### config.mk
export PLATFORM = sky130hd
export DESIGN_NAME = acq_top
export DESIGN_NICKNAME = d
export VERILOG_FILES = /design/src/acq_pkg.sv /design/src/capture_if.sv /design/src/acq_top.sv /design/src/sample_ring.sv /design/src/capture_ctrl.sv /design/src/trigger_combiner.sv
export VERILOG_INCLUDE_DIRS = /design/src /design/src/include
export SDC_FILE = /design/constraint.sdc
export NUM_CORES = 1
export LEC_CHECK = 0
export BUFFER_PORTS_ARGS = -buffer_cell sky130_fd_sc_hd__buf_2
export CORE_AREA = 2 2 225 227
export CTS_BUF_LIST = sky130_fd_sc_hd__clkbuf_2
export DETAILED_ROUTE_END_ITERATION = 10
export DIE_AREA = 0 0 227 229
export SLEW_MARGIN = 20
export SYNTH_ARGS = -nofsm -noshare
export SYNTH_HDL_FRONTEND = slang
export SYNTH_SLANG_ARGS = --single-unit
### constraint.sdc
create_clock -name clk -period 2.9 [get_ports clk]
set_clock_uncertainty 0.1 [all_clocks]
set_input_delay 0.58 -clock clk [delete_from_list [all_inputs] [get_ports clk]]
set_output_delay 0.58 -clock clk [all_outputs]
set_load 0.05 [all_outputs]
### src/include/acq_cfg.svh
// acquisition trigger configuration: channel count, sample width, ring size, post-trigger length.
`ifndef ACQ_CFG_SVH
`define ACQ_CFG_SVH

// trigger channels and sample width.
`define ACQ_CHANNELS 8
`define ACQ_SAMPLE_W 16

// ring memory geometry, depth must equal 2**ACQ_ADDR_W.
`define ACQ_DEPTH 32
`define ACQ_ADDR_W 5

// samples kept after the trigger sample.
`define ACQ_POST_SAMPLES 8

`endif
### src/acq_pkg.sv
// acquisition package with the datapath vector types and the capture FSM states.
`include "acq_cfg.svh"

package acq_pkg;

  // one bit per trigger channel.
  typedef logic [`ACQ_CHANNELS-1:0] trig_t;

  // one data sample and one ring address.
  typedef logic [`ACQ_SAMPLE_W-1:0] sample_t;
  typedef logic [`ACQ_ADDR_W-1:0]   addr_t;

  // counts the samples written after the trigger sample.
  typedef logic [3:0] post_cnt_t;

  typedef enum logic {
    mode_or  = 1'b0,
    mode_and = 1'b1
  } trig_mode_t;

  typedef enum logic [1:0] {
    st_idle  = 2'd0,
    st_armed = 2'd1,
    st_post  = 2'd2
  } cap_state_t;

endpackage

### src/capture_if.sv
// capture interface carrying write control from the capture FSM to the sample ring.
`timescale 1ns/1ps

interface capture_if;
  import acq_pkg::*;

  // sample_valid qualified by the capture state.
  logic  write_en;

  // high on the write that stores the trigger sample.
  logic  mark;

  // address the next write will land on.
  addr_t wr_ptr;

  modport ctrl (
    output write_en,
    output mark,
    input  wr_ptr
  );

  // the ring only needs the write strobe, mark stays with the controller.
  modport ring (
    input  write_en,
    output wr_ptr
  );

endinterface

### src/acq_top.sv
// acquisition top level: trigger combiner, capture controller and sample ring.
`timescale 1ns/1ps

module acq_top (
  input  logic                clk,
  input  logic                rst_n,
  input  logic                config_valid,
  input  acq_pkg::trig_mode_t config_mode,
  input  acq_pkg::trig_t      config_mask,
  input  acq_pkg::trig_t      triggers_in,
  input  logic                arm,
  input  logic                sample_valid,
  input  acq_pkg::sample_t    sample_in,
  input  acq_pkg::addr_t      read_addr,
  output acq_pkg::sample_t    read_data,
  output logic                busy,
  output logic                done,
  output acq_pkg::addr_t      trigger_pos
);

  logic trigger_hit;

  // write path between controller and ring.
  capture_if cap_i ();

  trigger_combiner trigger_combiner_i (
    .clk          (clk),
    .rst_n        (rst_n),
    .config_valid (config_valid),
    .config_mode  (config_mode),
    .config_mask  (config_mask),
    .triggers_in  (triggers_in),
    .trigger_hit  (trigger_hit)
  );

  capture_ctrl capture_ctrl_i (
    .clk          (clk),
    .rst_n        (rst_n),
    .arm          (arm),
    .sample_valid (sample_valid),
    .trigger_hit  (trigger_hit),
    .cap          (cap_i.ctrl),
    .busy         (busy),
    .done         (done),
    .trigger_pos  (trigger_pos)
  );

  sample_ring sample_ring_i (
    .clk       (clk),
    .rst_n     (rst_n),
    .cap       (cap_i.ring),
    .sample_in (sample_in),
    .read_addr (read_addr),
    .read_data (read_data)
  );

endmodule

### src/sample_ring.sv
// sample ring: circular sample store with a wrapping write pointer and a synchronous read port.
`timescale 1ns/1ps
`include "acq_cfg.svh"

module sample_ring (
  input  logic             clk,
  input  logic             rst_n,
  capture_if.ring          cap,
  input  acq_pkg::sample_t sample_in,
  input  acq_pkg::addr_t   read_addr,
  output acq_pkg::sample_t read_data
);
  import acq_pkg::*;

  sample_t mem [`ACQ_DEPTH];
  addr_t   wr_ptr;

  // pointer wraps by overflow since depth is a power of two.
  always_ff @(posedge clk or negedge rst_n) begin
    if (!rst_n) begin
      wr_ptr <= '0;
    end else if (cap.write_en) begin
      wr_ptr <= wr_ptr + 1'b1;
    end
  end

  assign cap.wr_ptr = wr_ptr;

  // storage array.
  always_ff @(posedge clk) begin
    if (cap.write_en) begin
      mem[wr_ptr] <= sample_in;
    end
  end

  // readout, data follows the address by one cycle.
  always_ff @(posedge clk) begin
    read_data <= mem[read_addr];
  end

endmodule

### src/capture_ctrl.sv
// capture controller: arming and post-trigger FSM that gates ring writes and finds the trigger.
`timescale 1ns/1ps
`include "acq_cfg.svh"

module capture_ctrl (
  input  logic           clk,
  input  logic           rst_n,
  input  logic           arm,
  input  logic           sample_valid,
  input  logic           trigger_hit,
  capture_if.ctrl        cap,
  output logic           busy,
  output logic           done,
  output acq_pkg::addr_t trigger_pos
);
  import acq_pkg::*;

  localparam post_cnt_t last_post = post_cnt_t'(`ACQ_POST_SAMPLES - 1);

  cap_state_t state;
  cap_state_t state_nxt;
  post_cnt_t  post_cnt;
  logic       pending;
  logic       take_hit;
  logic       write_en;
  logic       post_write;
  logic       last_write;

  // a hit only counts while armed and not being re-armed.
  assign take_hit = !arm && trigger_hit && (state == st_armed);

  assign write_en = sample_valid && (state != st_idle);

  // trigger sample is either the one coinciding with the hit,
  // or the first valid sample after it.
  assign cap.mark = !arm && sample_valid &&
                    (take_hit || ((state == st_post) && pending));

  // writes after the trigger sample fill the post-trigger window.
  assign post_write = !arm && sample_valid && (state == st_post) && !pending;
  assign last_write = post_write && (post_cnt == last_post);

  assign cap.write_en = write_en;
  assign busy         = (state != st_idle);

  always_comb begin
    state_nxt = state;
    if (arm) begin
      state_nxt = st_armed;
    end else begin
      case (state)
        st_armed: if (trigger_hit) state_nxt = st_post;
        st_post:  if (last_write) state_nxt = st_idle;
        default:  state_nxt = st_idle;
      endcase
    end
  end

  always_ff @(posedge clk or negedge rst_n) begin
    if (!rst_n) begin
      state    <= st_idle;
      pending  <= 1'b0;
      post_cnt <= '0;
      done     <= 1'b0;
    end else begin
      state <= state_nxt;
      done  <= last_write;
      if (arm) begin
        pending  <= 1'b0;
        post_cnt <= '0;
      end else if (take_hit) begin
        // no sample this cycle, wait for the next one.
        pending  <= !sample_valid;
        post_cnt <= '0;
      end else begin
        if (cap.mark) begin
          pending <= 1'b0;
        end
        if (post_write) begin
          post_cnt <= post_cnt + 4'd1;
        end
      end
    end
  end

  // ring address of the trigger sample, taken before the pointer moves.
  always_ff @(posedge clk or negedge rst_n) begin
    if (!rst_n) begin
      trigger_pos <= '0;
    end else if (cap.mark) begin
      trigger_pos <= cap.wr_ptr;
    end
  end

endmodule

### src/trigger_combiner.sv
// trigger combiner: masks the channel triggers and merges them in OR or AND mode.
`timescale 1ns/1ps

module trigger_combiner (
  input  logic                clk,
  input  logic                rst_n,
  input  logic                config_valid,
  input  acq_pkg::trig_mode_t config_mode,
  input  acq_pkg::trig_t      config_mask,
  input  acq_pkg::trig_t      triggers_in,
  output logic                trigger_hit
);
  import acq_pkg::*;

  trig_mode_t mode;
  trig_t      mask;
  trig_t      trig_q;
  trig_t      masked;
  logic       hit_any;
  logic       hit_all;
  logic       hit_nxt;

  // configuration registers, loaded by the one-cycle strobe.
  always_ff @(posedge clk or negedge rst_n) begin
    if (!rst_n) begin
      mode <= mode_or;
      mask <= '0;
    end else if (config_valid) begin
      mode <= config_mode;
      mask <= config_mask;
    end
  end

  // first stage holds the raw channel vector.
  always_ff @(posedge clk or negedge rst_n) begin
    if (!rst_n) begin
      trig_q <= '0;
    end else begin
      trig_q <= triggers_in;
    end
  end

  assign masked  = trig_q & mask;
  assign hit_any = |masked;
  assign hit_all = (masked == mask);

  // an empty mask disables the combiner in both modes.
  always_comb begin
    if (mask == '0) begin
      hit_nxt = 1'b0;
    end else if (mode == mode_and) begin
      hit_nxt = hit_all;
    end else begin
      hit_nxt = hit_any;
    end
  end

  // second stage, hit is seen one cycle after the vector was sampled.
  always_ff @(posedge clk or negedge rst_n) begin
    if (!rst_n) begin
      trigger_hit <= 1'b0;
    end else begin
      trigger_hit <= hit_nxt;
    end
  end

endmodule

After elaboration in Yosys (flattened, before gate mapping)
Memories as Yosys holds them, arrays and structs flattened. A register that Yosys moved wholly into a read port is not among the register bits.
Index checks and enable logic that the tools add are counted.

operators by class
  $add $sub $neg = 2
  equal/unequal tests = 6
  mux-type cells = 14
  bitwise operators = 1
  reduce and logical (&&, ||, !) cells = 19

operator list
  operator                                                          number
  4-bit two-way mux                                                 3
  1-bit logical AND                                                 9
  8-bit bitwise AND                                                 1
  8-bit == test                                                     1
  8-bit zero test                                                   1
  8-bit OR reduction                                                1
  1-bit two-way mux                                                 7
  2-bit two-way mux                                                 3
  3-bit nonzero test                                                2
  5-bit by 1-bit adder with 5-bit output (second input constant)    1
  4-bit by 1-bit adder with 4-bit output (second input constant)    1
  4-bit by 3-bit == test with 1-bit output (second input constant)  1
  2-bit case mux with 2 select lines                                1
  1-bit zero test                                                   3
  3-bit by 2-bit != test with 1-bit output (second input constant)  1
  3-bit != test (second input constant)                             1
  2-bit by 1-bit == test with 1-bit output (second input constant)  1
  2-bit == test (second input constant)                             1
  2-bit AND reduction                                               1
  2-bit nonzero test                                                1
  1-bit logical OR                                                  1

storage, ports and cells
  flip-flop bits (word level) = 36
  bits in writable memories = 512
  bits of input ports = 43
  output and inout port bits = 23
  word-level logic and storage cells = 53
  memories kept = 1

memories
  memory             words  width  read ports  clocked after Yosys merged registers in  write ports  RTL line           source
  sample_ring_i.mem  32     16     1           1                                        1            sample_ring.sv:15  sample_t mem [`ACQ_DEPTH];

Depth between registers and ports, before layout
Gate-level depths: netlist (run 1).

  depth after elaboration = 8
  gate-level depth with buffers = 8
  mapped depth without buffers = 5

Hierarchy
Synthesis (run 1) repeated with hierarchy kept, for this count alone.

unflattened totals
  cell total of the unflattened synthesis = 1,267
  area, all modules = 22,115.0 um^2

by module, submodules not included
  module            times used  cells an instance  area an instance (um^2)  sequential area each (um^2)
  sample_ring       1           1,170              20,784.9                 15,820.2
  trigger_combiner  1           47                 710.7                    450.4
  capture_ctrl      1           50                 619.3                    325.3

Least setup slack after synthesis (run 1)
No wires, ideal clock.

  path kind = flip-flop to flip-flop
  start = register capture_ctrl_i.state[1]
  end = memory sample_ring_i.mem[31][0] in the netlist's numbering (enable)
  setup time = 388 ps
  arrival = 2,050 ps
  data required time = 2,412 ps
  path slack = 361 ps
  cell stages (with the launch flop) = 7
  buffers on the path = 2
  period minus slack after synthesis = 2,539 ps
  cell sequence = dfrtp_1 -> or2_1 -> and2_1 -> buf_2 -> nand2_1 -> buf_2 -> nor2_1

between the ends
  word-level cells in the longest chain between the ends = 4

ends and longest elaborated chain
  what                                     RTL line            source
  start, declared                          capture_ctrl.sv:20  cap_state_t state;
  start signal, assigned                   capture_ctrl.sv:61  state <= st_idle;
  start signal, assigned                   capture_ctrl.sv:66  state <= state_nxt;
  2-bit nonzero test                       --
  via busy                                 acq_top.sv:16       output logic busy,
  1-bit logical AND                        capture_ctrl.sv:32  assign write_en = sample_valid && (state != st_idle);
  1-bit two-way mux                        sample_ring.sv:31   if (cap.write_en) begin
  1-bit two-way mux (implied by the code)  sample_ring.sv:32   mem[wr_ptr] <= sample_in;
  end, declared                            sample_ring.sv:15

The timed path passes the listed nets, and every way through them passes these cells.

==> results.sh, run 1 <==
export IMPL_status="finished, final reports clean"
export IMPL_dp_worst_setup_slack_ns=0.3439
export IMPL_fmaxAchievable_mhz=369.7
export IMPL_antenna_found_initial=2
export IMPL_synth_area_leaders="edfxtp_1, mux2i_1, dfrtp_1"
export IMPL_wl_met1_mm=22.67
export IMPL_gp_congestion=0.7745
export IMPL_slew_headroom=0.4808
export IMPL_fin_nets=1603
export IMPL_cp_num_buf_inv=6
export IMPL_r2r_start="capture_ctrl_i.state[0]"
export IMPL_crit_required_ns=3.84
export IMPL_dr_wl_met3_mm=2.968
export IMPL_crit_top_cell="dlygate4sd3_1"
export IMPL_core_area_um2=49660
export IMPL_fill_cells=4154
export IMPL_combPwrFrac=0.111
export IMPL_intPower_mw=12.00
export IMPL_wl_per_cell_um=22.70
export IMPL_drt_initial_drc_count=1043
export IMPL_syn_mean_instance_area_um2=17.28
export IMPL_dp_hpwl_mm=28.99
export IMPL_ys_ff_latch=564
export IMPL_drive_gt1_frac=0.2338
export IMPL_path_delay_family="buffers and inverters"
export IMPL_tritoncts="yes"
export IMPL_wirelength_mm=53.10
export IMPL_cap_violations=0
export IMPL_port_buffers=65
export IMPL_utilization=0.5122
export IMPL_vdd_ir_drop_max_uv=512.3
export IMPL_setup_viol_count_final=0
export IMPL_worstSetupPathType="in -> reg"
export IMPL_drc=0
export IMPL_die_height_um=229
export IMPL_grt_first_pass_wirelength_mm=78.69
export IMPL_clockPowerShare=0.314
export IMPL_clkSinkCount=564
export IMPL_crit_chain="dlygate4sd3_1 > buf_8 > buf_12 > buf_12 > mux2i_1 > a22oi_1 > nand4_1 > dlygate4sd3_1 > nand3_1 > dlygate4sd3_1"
export IMPL_dp_cells=1993
export IMPL_overflow=0
export IMPL_startpoint_type="primary input"
export IMPL_crit_path_max_incr_delay_ns=0.56
export IMPL_min_path_type="in -> reg"
export IMPL_p_per_area_nw_per_um2=649.2
export IMPL_io_pins=66
export IMPL_syn_inst=1273
export IMPL_worstPathMaxFanout=33
export IMPL_min_period_ns=2.705
export IMPL_rsz0062_at_grt="false"
export IMPL_clk_latency_ns=1.20
export IMPL_vias=12320
export IMPL_cts_buffers=142
export IMPL_grt_pass1_vias=13010
export IMPL_drtAntennaViolNets=0
export IMPL_synth_area_um2=22000
export IMPL_clockBufferDepth=3
export IMPL_path_clk_slew_ns=0.09
export IMPL_cp_end_kind="flop"
export IMPL_drv_slew=0
export IMPL_yosys_warnings=0
export IMPL_gr_usage_all_layers=0.2089
export IMPL_async_flop_share=0.06383
export IMPL_final_setup_tns_ns=0
export IMPL_p_seq_frac=0.575
export IMPL_root_buffer="clkbuf_2"
export IMPL_total_power_mw=16.51
export IMPL_worst_pin_slew_ns=0.7788
export IMPL_hold_ws_ns=0.2326
export IMPL_cp_data_arrival_time_ns=3.65
export IMPL_hold_violations=0
export IMPL_top_layer_used="met4"
export IMPL_wl_met2_mm=26.70
export IMPL_synth_seq_area_share=0.7545
export IMPL_post_route_period_util=0.9328
export IMPL_die_x_um=227
export IMPL_drt_pass1_iter_count=4
export IMPL_hp_start="arm"
export IMPL_synth_ff_type="edfxtp_1"
export IMPL_area_delta_synth_final_pct=15.63
export IMPL_synth_cell_types=43
export IMPL_netlist_area_leader_share=0.6989
export IMPL_design_die_area_um2=51980
export IMPL_post_dp_cell_area_um2=23240
export IMPL_leakage_nw=9.455
export IMPL_synth_top_area_cell="edfxtp_1"
export IMPL_htree_levels=4
export IMPL_start_util=0.4430
export IMPL_synth_nets=1321
export IMPL_placementRows=82
export IMPL_finalWorstSetupSlack_ns=0.1948
export IMPL_viasPerCell=5.268
export IMPL_p_sw_frac=0.2731
export IMPL_crit_path_start="read_addr[1]"
export IMPL_finalNonFillerCells=2339
export IMPL_crit_slowest_cell="dlygate4sd3_1"
export IMPL_p_sw_mw=4.509
export IMPL_grt_start_max_net_pins=65
export IMPL_synth_edf_count=512
export IMPL_finalInstanceArea_um2=25440
## cell families after synthesis
kind of cell / count (synthesis) / synth area share
AOI/OAI and AO/OA: 169 / 0.05364
xor gates and xnor gates: 6 / 0.002389
adders and majority gates: 5 / 0.002844
buffers and inverters: 84 / 0.02702
DFF: 564 / 0.7545
muxes: 263 / 0.1200
and+or+nand+nor: 182 / 0.03965
## placed cells by master, fill, tap and decap left out, types with 2 or more instances in the layout
master,instances
a21oi_1,34
a22o_1,32
a22oi_1,68
a31oi_1,16
buf_12,12
buf_2,63
buf_4,46
buf_6,2
clkbuf_2,224
clkinv_1,21
clkinv_2,3
dfrtp_1,36
dfxtp_1,16
diode_2,3
dlygate4sd3_1,86
edfxtp_1,512
ha_1,5
inv_1,11
inv_2,4
mux2_2,6
mux2i_1,257
nand2_1,50
nand2b_1,5
nand3_1,33
nand3b_1,3
nand4_1,18
nor2_1,23
nor2_2,15
nor2b_4,2
nor3_1,16
nor4_1,3
o21ai_0,12
o22ai_1,4
or2_2,4
xnor2_1,4
xor2_1,2
## tightest hold or removal path: cells and delay by family
kind / cells / cell delay (ns)
and+or+nand+nor: 2 / 0.23
buffers and inverters: 2 / 0.62
## Yosys cell counts (5+ instances only)
| library cell | count |
|---|---|
| edfxtp_1 | 512 |
| mux2i_1 | 257 |
| a22oi_1 | 68 |
| nand2_1 | 50 |
| nor2_1 | 38 |
| dfrtp_1 | 36 |
| a21oi_1 | 34 |
| nand3_1 | 33 |
| a22o_1 | 32 |
| buf_2 | 23 |
| nand4_1 | 18 |
| a31oi_1 | 16 |
| dfxtp_1 | 16 |
| nor3_1 | 16 |
| buf_4 | 15 |
| clkbuf_1 | 15 |
| o21ai_0 | 12 |
| inv_1 | 11 |
| buf_6 | 6 |
| buf_8 | 6 |
| mux2_2 | 6 |
| buf_12 | 5 |
| ha_1 | 5 |
| nand2b_1 | 5 |
## final cells by class
cell class / instances / area [um2] / share of cell area
clock buffer: 224 / 1121 / 0.04408
clock inverter: 29 / 138.9 / 0.005460
antenna: 3 / 7.507 / 0.0002951
tap: 672 / 840.8 / 0.03306
multi-input combinational: 625 / 4866 / 0.1913
inverter: 11 / 41.29 / 0.001623
sequential: 564 / 16600 / 0.6525
timing repair buffer: 211 / 1824 / 0.07172
## final timing paths
check                                                end  slack (ns)  depth (start not counted)
max                          sample_ring_i.read_data[12]        0.19                         10
min                           capture_ctrl_i.post_cnt[0]        0.23                          4
min in group asynchronous    sample_ring_i.cap.wr_ptr[4]        0.34                          4
min reg2reg                capture_ctrl_i.trigger_pos[4]        0.42                          1
max reg2reg                      capture_ctrl_i.state[1]        0.59                          7
max in group asynchronous     trigger_combiner_i.mask[1]        2.14                          4
## layer usage
metal / up-vias / track usage
met5: - / 0
met4: 0 / 0.07537
li1: 5647 / -
met2: 367 / 0.3438
met1: 6262 / 0.2662
met3: 45 / 0.05542
## what timing repair did
| action | in CTS | in global routing |
|---|---|---|
| resized for setup | 2 | 1 |
| gates cloned | 0 | 1 |
| hold buffers | 88 | 0 |
| setup endpoints to repair | 1 | 3 |
| hold endpoints to repair | 598 | 0 |
| setup buffers | 1 | 1 |
## sequential cells by signal, indices dropped and copies added, names as in the netlist
register,cells
trigger_combiner_i.mask,8
capture_ctrl_i.state,2
sample_ring_i.cap.wr_ptr,5
trigger_combiner_i.mode,1
capture_ctrl_i.post_cnt,4
capture_ctrl_i.pending,1
capture_ctrl_i.done,1
capture_ctrl_i.trigger_pos,5
trigger_combiner_i.trigger_hit,1
sample_ring_i.read_data,16
trigger_combiner_i.trig_q,8
sample_ring_i.mem,512
## power groups by stage
stage | logic, mW | registers [mW] | clock network (mW)
6_report | 1.83 | 9.49 | 5.19
5_1_grt | 1.97 | 9.53 | 5.80
4_1_cts | 1.84 | 9.49 | 5.35
3_5_place_dp | 1.72 | 9.67 | 0
3_3_place_gp | 1.69 | 9.66 | 0
2_1_floorplan | 0.902 | 9.81 | 0
(Power assumes the default switching activity.)
==> run 2: changes to the inputs <==
==> constraint.sdc (replaced) <==
create_clock -name clk -period 2.9 [get_ports clk]
set_clock_uncertainty 0.1 [all_clocks]
set_input_delay 0 -clock clk [delete_from_list [all_inputs] [get_ports clk]]
set_output_delay 0 -clock clk [all_outputs]
set_load 0.05 [all_outputs]
==> run 2 against run 1 <==
Effect of this change:
- clock power grew 3%
- cell area grew 2.7%
- register-to-register slack lost 0.06 ns
- final cell count is 1.9% higher
- die area unchanged
- global-route usage rose by 0.22 points
- utilization is 1.4 points higher
- largest cell class unchanged
==> results.sh, run 2 (synthesis results as in run 1) <==
export IMPL_largest_reg_flops=512
export IMPL_worstSetupPathType="in -> reg"
export IMPL_total_power_mw=16.77
export IMPL_path_clk_slew_ns=0.11
export IMPL_drive_gt1_frac=0.2279
export IMPL_clockBufferDepth=3
export IMPL_cp_end_kind="flop"
export IMPL_drt_initial_drc_count=964
export IMPL_crit_required_ns=4.00
export IMPL_gr_usage_all_layers=0.2111
export IMPL_drc=0
export IMPL_post_route_period_util=0.9798
export IMPL_start_util=0.4430
export IMPL_hold_violations=0
export IMPL_rsz0062_at_grt="false"
export IMPL_min_period_ns=2.841
export IMPL_grt_first_pass_wirelength_mm=78.83
export IMPL_gp_congestion=0.7932
export IMPL_fin_nets=1660
export IMPL_port_buffers=65
export IMPL_drt_pass1_iter_count=5
export IMPL_fmaxAchievable_mhz=352.0
export IMPL_overflow=0
export IMPL_drtAntennaViolNets=0
export IMPL_r2r_end="sample_ring_i.read_data[13]"
export IMPL_final_cell_mix="edfxtp_1, mux2i_1, clkbuf_2"
export IMPL_grt_start_max_net_pins=48
export IMPL_min_path_type="in -> reg"
export IMPL_vdd_ir_drop_max_uv=465.5
export IMPL_setup_viol_count_final=0
export IMPL_design_die_area_um2=51980
export IMPL_grt_pass1_vias=12920
export IMPL_worst_r2r_cell_count=6
export IMPL_cts_buffers=143
export IMPL_core_area_um2=49660
export IMPL_die_height_um=229
export IMPL_viasPerCell=5.315
export IMPL_reg_top3="sample_ring_i.mem (512), sample_ring_i.read_data (16)"
export IMPL_root_buffer="clkbuf_2"
export IMPL_antenna_found_initial=1
export IMPL_wl_per_cell_um=22.70
export IMPL_cap_violations=0
export IMPL_area_delta_synth_final_pct=18.79
export IMPL_drv_slew=0
export IMPL_placementRows=82
export IMPL_slew_headroom=0.4306
export IMPL_io_pins=66
export IMPL_holdPathStages=4
export IMPL_final_setup_tns_ns=0
export IMPL_r2r_start="sample_ring_i.mem[16][13]"
export IMPL_startpoint_type="primary input"
export IMPL_cp_data_arrival_time_ns=3.94
export IMPL_hold_path_end="sample_ring_i.mem[15][2]"
export IMPL_top_register="sample_ring_i.mem"
export IMPL_ff2ff_setup_slack_ns=0.53
export IMPL_p_per_area_nw_per_um2=641.8
export IMPL_clkSinkCount=564
export IMPL_clk_latency_ns=1.30
export IMPL_wirelength_mm=54.13
export IMPL_htree_levels=4
export IMPL_leakage_nw=9.705
export IMPL_hp_start="sample_in[2]"
export IMPL_worst_pin_slew_ns=0.8541
export IMPL_status="finished, final reports clean"
export IMPL_dp_hpwl_mm=29.89
export IMPL_die_x_um=227
export IMPL_worstPathMaxFanout=39
export IMPL_layout_commonest_cell="edfxtp_1"
export IMPL_vias=12670
export IMPL_tritoncts="yes"
==> run 2: cell types whose count changed in the layout (fill, tap and decap cells not counted) <==
| cell | before | now |
|---|---|---|
| dlygate4sd3_1 | 86 | 127 |
| buf_2 | 63 | 64 |
| clkbuf_2 | 224 | 200 |
| clkbuf_16 | 1 | 0 |
| diode_2 | 3 | 1 |
| buf_6 | 2 | 0 |
| clkinvlp_4 | 0 | 5 |
| clkinv_1 | 21 | 26 |
| bufinv_16 | 1 | 4 |
| nor2_2 | 15 | 16 |
| buf_12 | 12 | 25 |
| clkinv_4 | 0 | 2 |
| buf_4 | 46 | 49 |
==> run 2: repair_timing <==
item	CTS	global route
hold endpoints to repair	1111	5
resized for setup	0	0
setup buffers	0	3
hold buffers	144	1
setup endpoints to repair	0	1
==> run 2: per-layer routing <==
metal,GRT usage,routed length [um],up-vias
met5,0,0,-
met2,0.3332,25940,443
met1,0.2757,23080,6375
met4,0.08333,1445,0
met3,0.06106,3659,86
li1,-,-,5768
==> run 2: worst max path at each step <==
stage | start | to | slack (ns)
6_report | read_addr[0] | sample_ring_i.read_data[12] | 0.06
5_1_grt | read_addr[0] | sample_ring_i.read_data[12] | 0.04
4_1_cts | read_addr[0] | sample_ring_i.read_data[12] | 0.14
3_5_place_dp | capture_ctrl_i.state[1] | sample_ring_i.mem[31][12] | 0.72
3_3_place_gp | capture_ctrl_i.state[1] | sample_ring_i.mem[31][5] | 0.74
2_1_floorplan | capture_ctrl_i.state[1] | sample_ring_i.mem[31][0] | 0.36
==> run 2: critical path: stages <==
cell           delay [ns]
dlygate4sd3_1        0.52
buf_2                0.11
dlygate4sd3_1        0.80
nor2b_4              0.65
buf_12               0.31
a22oi_1              0.13
nand4_1              0.13
dlygate4sd3_1        0.59
nand3_1              0.07
dlygate4sd3_1        0.57
==> run 2: layout make-up <==
class	count	area, um2
inverter	11	41.29
multi-input combinational	626	4872
tap	672	840.8
clock inverter	44	302.8
clock buffer	200	1001
antenna	1	2.502
timing repair buffer	266	2475
fill	4157	23530
sequential	564	16600
==> run 2: power by group <==
part	total (mW)	switching, mW	internal [mW]
clock network	5.34	3.12	2.22
logic	1.94	1.27	0.669
registers	9.48	0.198	9.29
total	16.8	4.59	12.2
==> run 2: stage by stage <==
| step | cells | setup WS, ns | utilization | hold slack (ns) | cell area [um2] |
|---|---|---|---|---|---|
| final | 2384 | 0.05869 | 0.5262 | 0.1690 | 26130 |
| after global routing | 2384 | 0.04172 | 0.5262 | 0.04769 | 26130 |
| after CTS | 2379 | 0.1439 | 0.5256 | 0.002633 | 26100 |
| after detailed placement | 1991 | 0.7236 | 0.4669 | 0.009316 | 23180 |
| after global placement | 1991 | 0.7429 | 0.4669 | 0.007541 | 23180 |
| after floorplan | 1273 | 0.3612 | - | -0.3956 | 22000 |
==> run 3: changes to the inputs <==
--- a/config.mk
+++ b/config.mk
@@ -7,10 +7,11 @@
 export NUM_CORES = 1
 export LEC_CHECK = 0
 export BUFFER_PORTS_ARGS = -buffer_cell sky130_fd_sc_hd__buf_2
-export CORE_AREA = 2 2 225 227
+export CORE_AREA = 2 2 232 234
 export CTS_BUF_LIST = sky130_fd_sc_hd__clkbuf_2
+export CTS_CLUSTER_SIZE = 25
 export DETAILED_ROUTE_END_ITERATION = 10
-export DIE_AREA = 0 0 227 229
+export DIE_AREA = 0 0 234 236
 export SLEW_MARGIN = 20
 export SYNTH_ARGS = -nofsm -noshare
 export SYNTH_HDL_FRONTEND = slang
==> run 3 against run 2 <==
Effect of this change:
- cell area increased by 0.47%
- worst setup slack improved by 0.15 ns
- via count increased by 0.39%
- largest power group unchanged
- critical path type unchanged
- non-clock buffer count increased by 5
- worst hold slack got worse by 0.030 ns
- die area increased by 6.2%
- sequential power about the same
- final cell count increased by 1.6%
- routed wire length increased by 5.2%
- power increased by 1.7%
- sequential share of layout area decreased by 0.30 points
- clock power increased by 4.7%
==> results.sh, run 3 (synthesis results as in run 1) <==
export IMPL_cp_num_buf_inv=7
export IMPL_placementRows=85
export IMPL_setup_viol_count_final=0
export IMPL_viasPerCell=5.253
export IMPL_wirelength_mm=56.95
export IMPL_finalNonFillerCells=2422
export IMPL_die_height_um=236
export IMPL_htree_levels=4
export IMPL_largest_reg_flops=512
export IMPL_wl_per_cell_um=23.52
export IMPL_vias=12720
export IMPL_dp_hpwl_mm=31.60
export IMPL_combPwrFrac=0.117
export IMPL_crit_path_max_incr_delay_ns=0.69
export IMPL_dp_cells=2018
export IMPL_worst_pin_slew_ns=0.8999
export IMPL_crit_required_ns=3.99
export IMPL_design_die_area_um2=55220
export IMPL_p_sw_mw=4.715
export IMPL_start_util=0.4145
export IMPL_ctsResizeCount=0
export IMPL_slew_headroom=0.4001
export IMPL_grtUsageMet1=0.2863
export IMPL_holdPathStages=4
export IMPL_grt_first_pass_wirelength_mm=82.80
export IMPL_crit_top_cell="dlygate4sd3_1"
export IMPL_busiest_layer="met2"
export IMPL_grt_pass1_vias=13190
export IMPL_core_area_um2=53070
export IMPL_status="finished, final reports clean"
export IMPL_leakage_nw=9.755
export IMPL_min_period_ns=2.691
export IMPL_cp_data_arrival_time_ns=3.78
export IMPL_drtAntennaViolNets=0
export IMPL_worstPathMaxFanout=42
export IMPL_gp_congestion=0.8086
export IMPL_die_x_um=234
export IMPL_worstSetupPathType="in -> reg"
export IMPL_layout_commonest_cell="edfxtp_1"
export IMPL_p_per_area_nw_per_um2=649.9
export IMPL_path_delay_family="buffers and inverters"
export IMPL_post_route_period_util=0.9279
export IMPL_drt_initial_drc_count=1199
export IMPL_overflow=0
export IMPL_p_sw_frac=0.2763
export IMPL_clkSinkCount=564
export IMPL_startpoint_type="primary input"
export IMPL_reg_top3="sample_ring_i.mem (512), sample_ring_i.read_data (16)"
export IMPL_finalInstanceArea_um2=26250
export IMPL_clockBufferDepth=3
export IMPL_p_seq_frac=0.556
export IMPL_cts_buffers=145
export IMPL_final_setup_tns_ns=0
export IMPL_cp_end_kind="flop"
export IMPL_top_register="sample_ring_i.mem"
export IMPL_fmaxAchievable_mhz=371.6
export IMPL_drt_pass1_iter_count=5
export IMPL_rsz0062_at_grt="false"
export IMPL_tritoncts="yes"
export IMPL_vdd_ir_drop_max_uv=400.9
export IMPL_cp_depth=11
export IMPL_crit_slowest_cell="dlygate4sd3_1"
export IMPL_grt_start_max_net_pins=49
export IMPL_hold_violations=0
export IMPL_met2_usage=0.3206
export IMPL_port_buffers=65
export IMPL_drv_slew=0
export IMPL_drc=0
export IMPL_io_pins=66
export IMPL_root_buffer="clkbuf_2"
export IMPL_post_dp_cell_area_um2=23180
export IMPL_antenna_found_initial=2
export IMPL_intPower_mw=12.35
export IMPL_cap_violations=0
export IMPL_area_delta_synth_final_pct=19.35
export IMPL_worst_r2r_cell_count=6
export IMPL_gr_usage_all_layers=0.2092
export IMPL_final_cell_mix="edfxtp_1, mux2i_1, clkbuf_2"
export IMPL_drive_gt1_frac=0.2242
export IMPL_fin_nets=1667
export IMPL_crit_chain="dlygate4sd3_1 > buf_2 > dlygate4sd3_1 > nor2b_4 > buf_12 > buf_12 > nand2_1 > dlygate4sd3_1 > nand3_1 > dlygate4sd3_1 > nand3_1"
export IMPL_path_clk_slew_ns=0.10
export IMPL_clockPowerShare=0.328
export IMPL_min_path_type="in -> reg"
export IMPL_clk_latency_ns=1.32
export IMPL_met3_usage=0.04521
-- run 3: routing by layer --
| layer | up-vias | wire length [um] |
|---|---|---|
| met2 | 433 | 26800 |
| met1 | 6410 | 25180 |
| met4 | 0 | 1460 |
| met5 | - | 0 |
| met3 | 93 | 3515 |
| li1 | 5786 | - |
-- run 3: power groups by stage --
stage / registers (mW) / clock network [mW] / logic (mW)
final: 9.48 / 5.59 / 1.99
after global routing: 9.53 / 6.15 / 2.12
after CTS: 9.48 / 5.73 / 1.98
after detailed placement: 9.67 / 0 / 1.75
after global placement: 9.65 / 0 / 1.73
after floorplan: 9.81 / 0 / 0.902
-- run 3: layout make-up --
class	instances	area, um2
clock inverter	54	400.4
timing repair buffer	271	2502
antenna	4	10.01
multi-input combinational	626	4852
sequential	564	16600
tap	696	870.8
clock buffer	196	980.9
inverter	11	41.29
fill	4426	26820
-- run 3: path summary, 6_finish.rpt --
path / start / end / slack, ns
worst max-delay path: read_addr[2] / sample_ring_i.read_data[3] / 0.21
worst min-delay path: sample_in[3] / sample_ring_i.mem[13][3] / 0.14
worst max register to register: sample_ring_i.mem[18][8] / sample_ring_i.read_data[8] / 0.54
worst min register to register: capture_ctrl_i.trigger_pos[1] / capture_ctrl_i.trigger_pos[1] / 0.43
max in group asynchronous: rst_n / trigger_combiner_i.trig_q[4] / 2.26
min in group asynchronous: rst_n / trigger_combiner_i.mask[6] / 0.17
-- run 3: timing repair --
item                       in CTS  in global routing
setup endpoints to repair       0                  1
hold endpoints to repair     1111                  0
setup buffers                   0                  3
hold buffers                  146                  0
-- run 3: per-stage QoR --
stage | power, mW | hold WS (ns) | worst slack (ns) | utilization
floorplan | 10.71 | -0.3956 | 0.3612 | -
global placement | 11.38 | 0.009174 | 0.5506 | 0.4367
detailed placement | 11.42 | 0.009327 | 0.5404 | 0.4367
CTS | 17.18 | 0.006433 | 0.06017 | 0.4937
global route | 17.80 | 0.1154 | 0.2074 | 0.4946
finish | 17.06 | 0.1388 | 0.2090 | 0.4947
-- run 3: worst register-to-register path, cell delays in order, from the launching register on --
cell and delay [ns]:
edfxtp_1 0.38, mux2i_1 0.14, nand2_1 0.07, dlygate4sd3_1 0.57, a31oi_1 0.25, dlygate4sd3_1 0.65
nand3_1 0.08
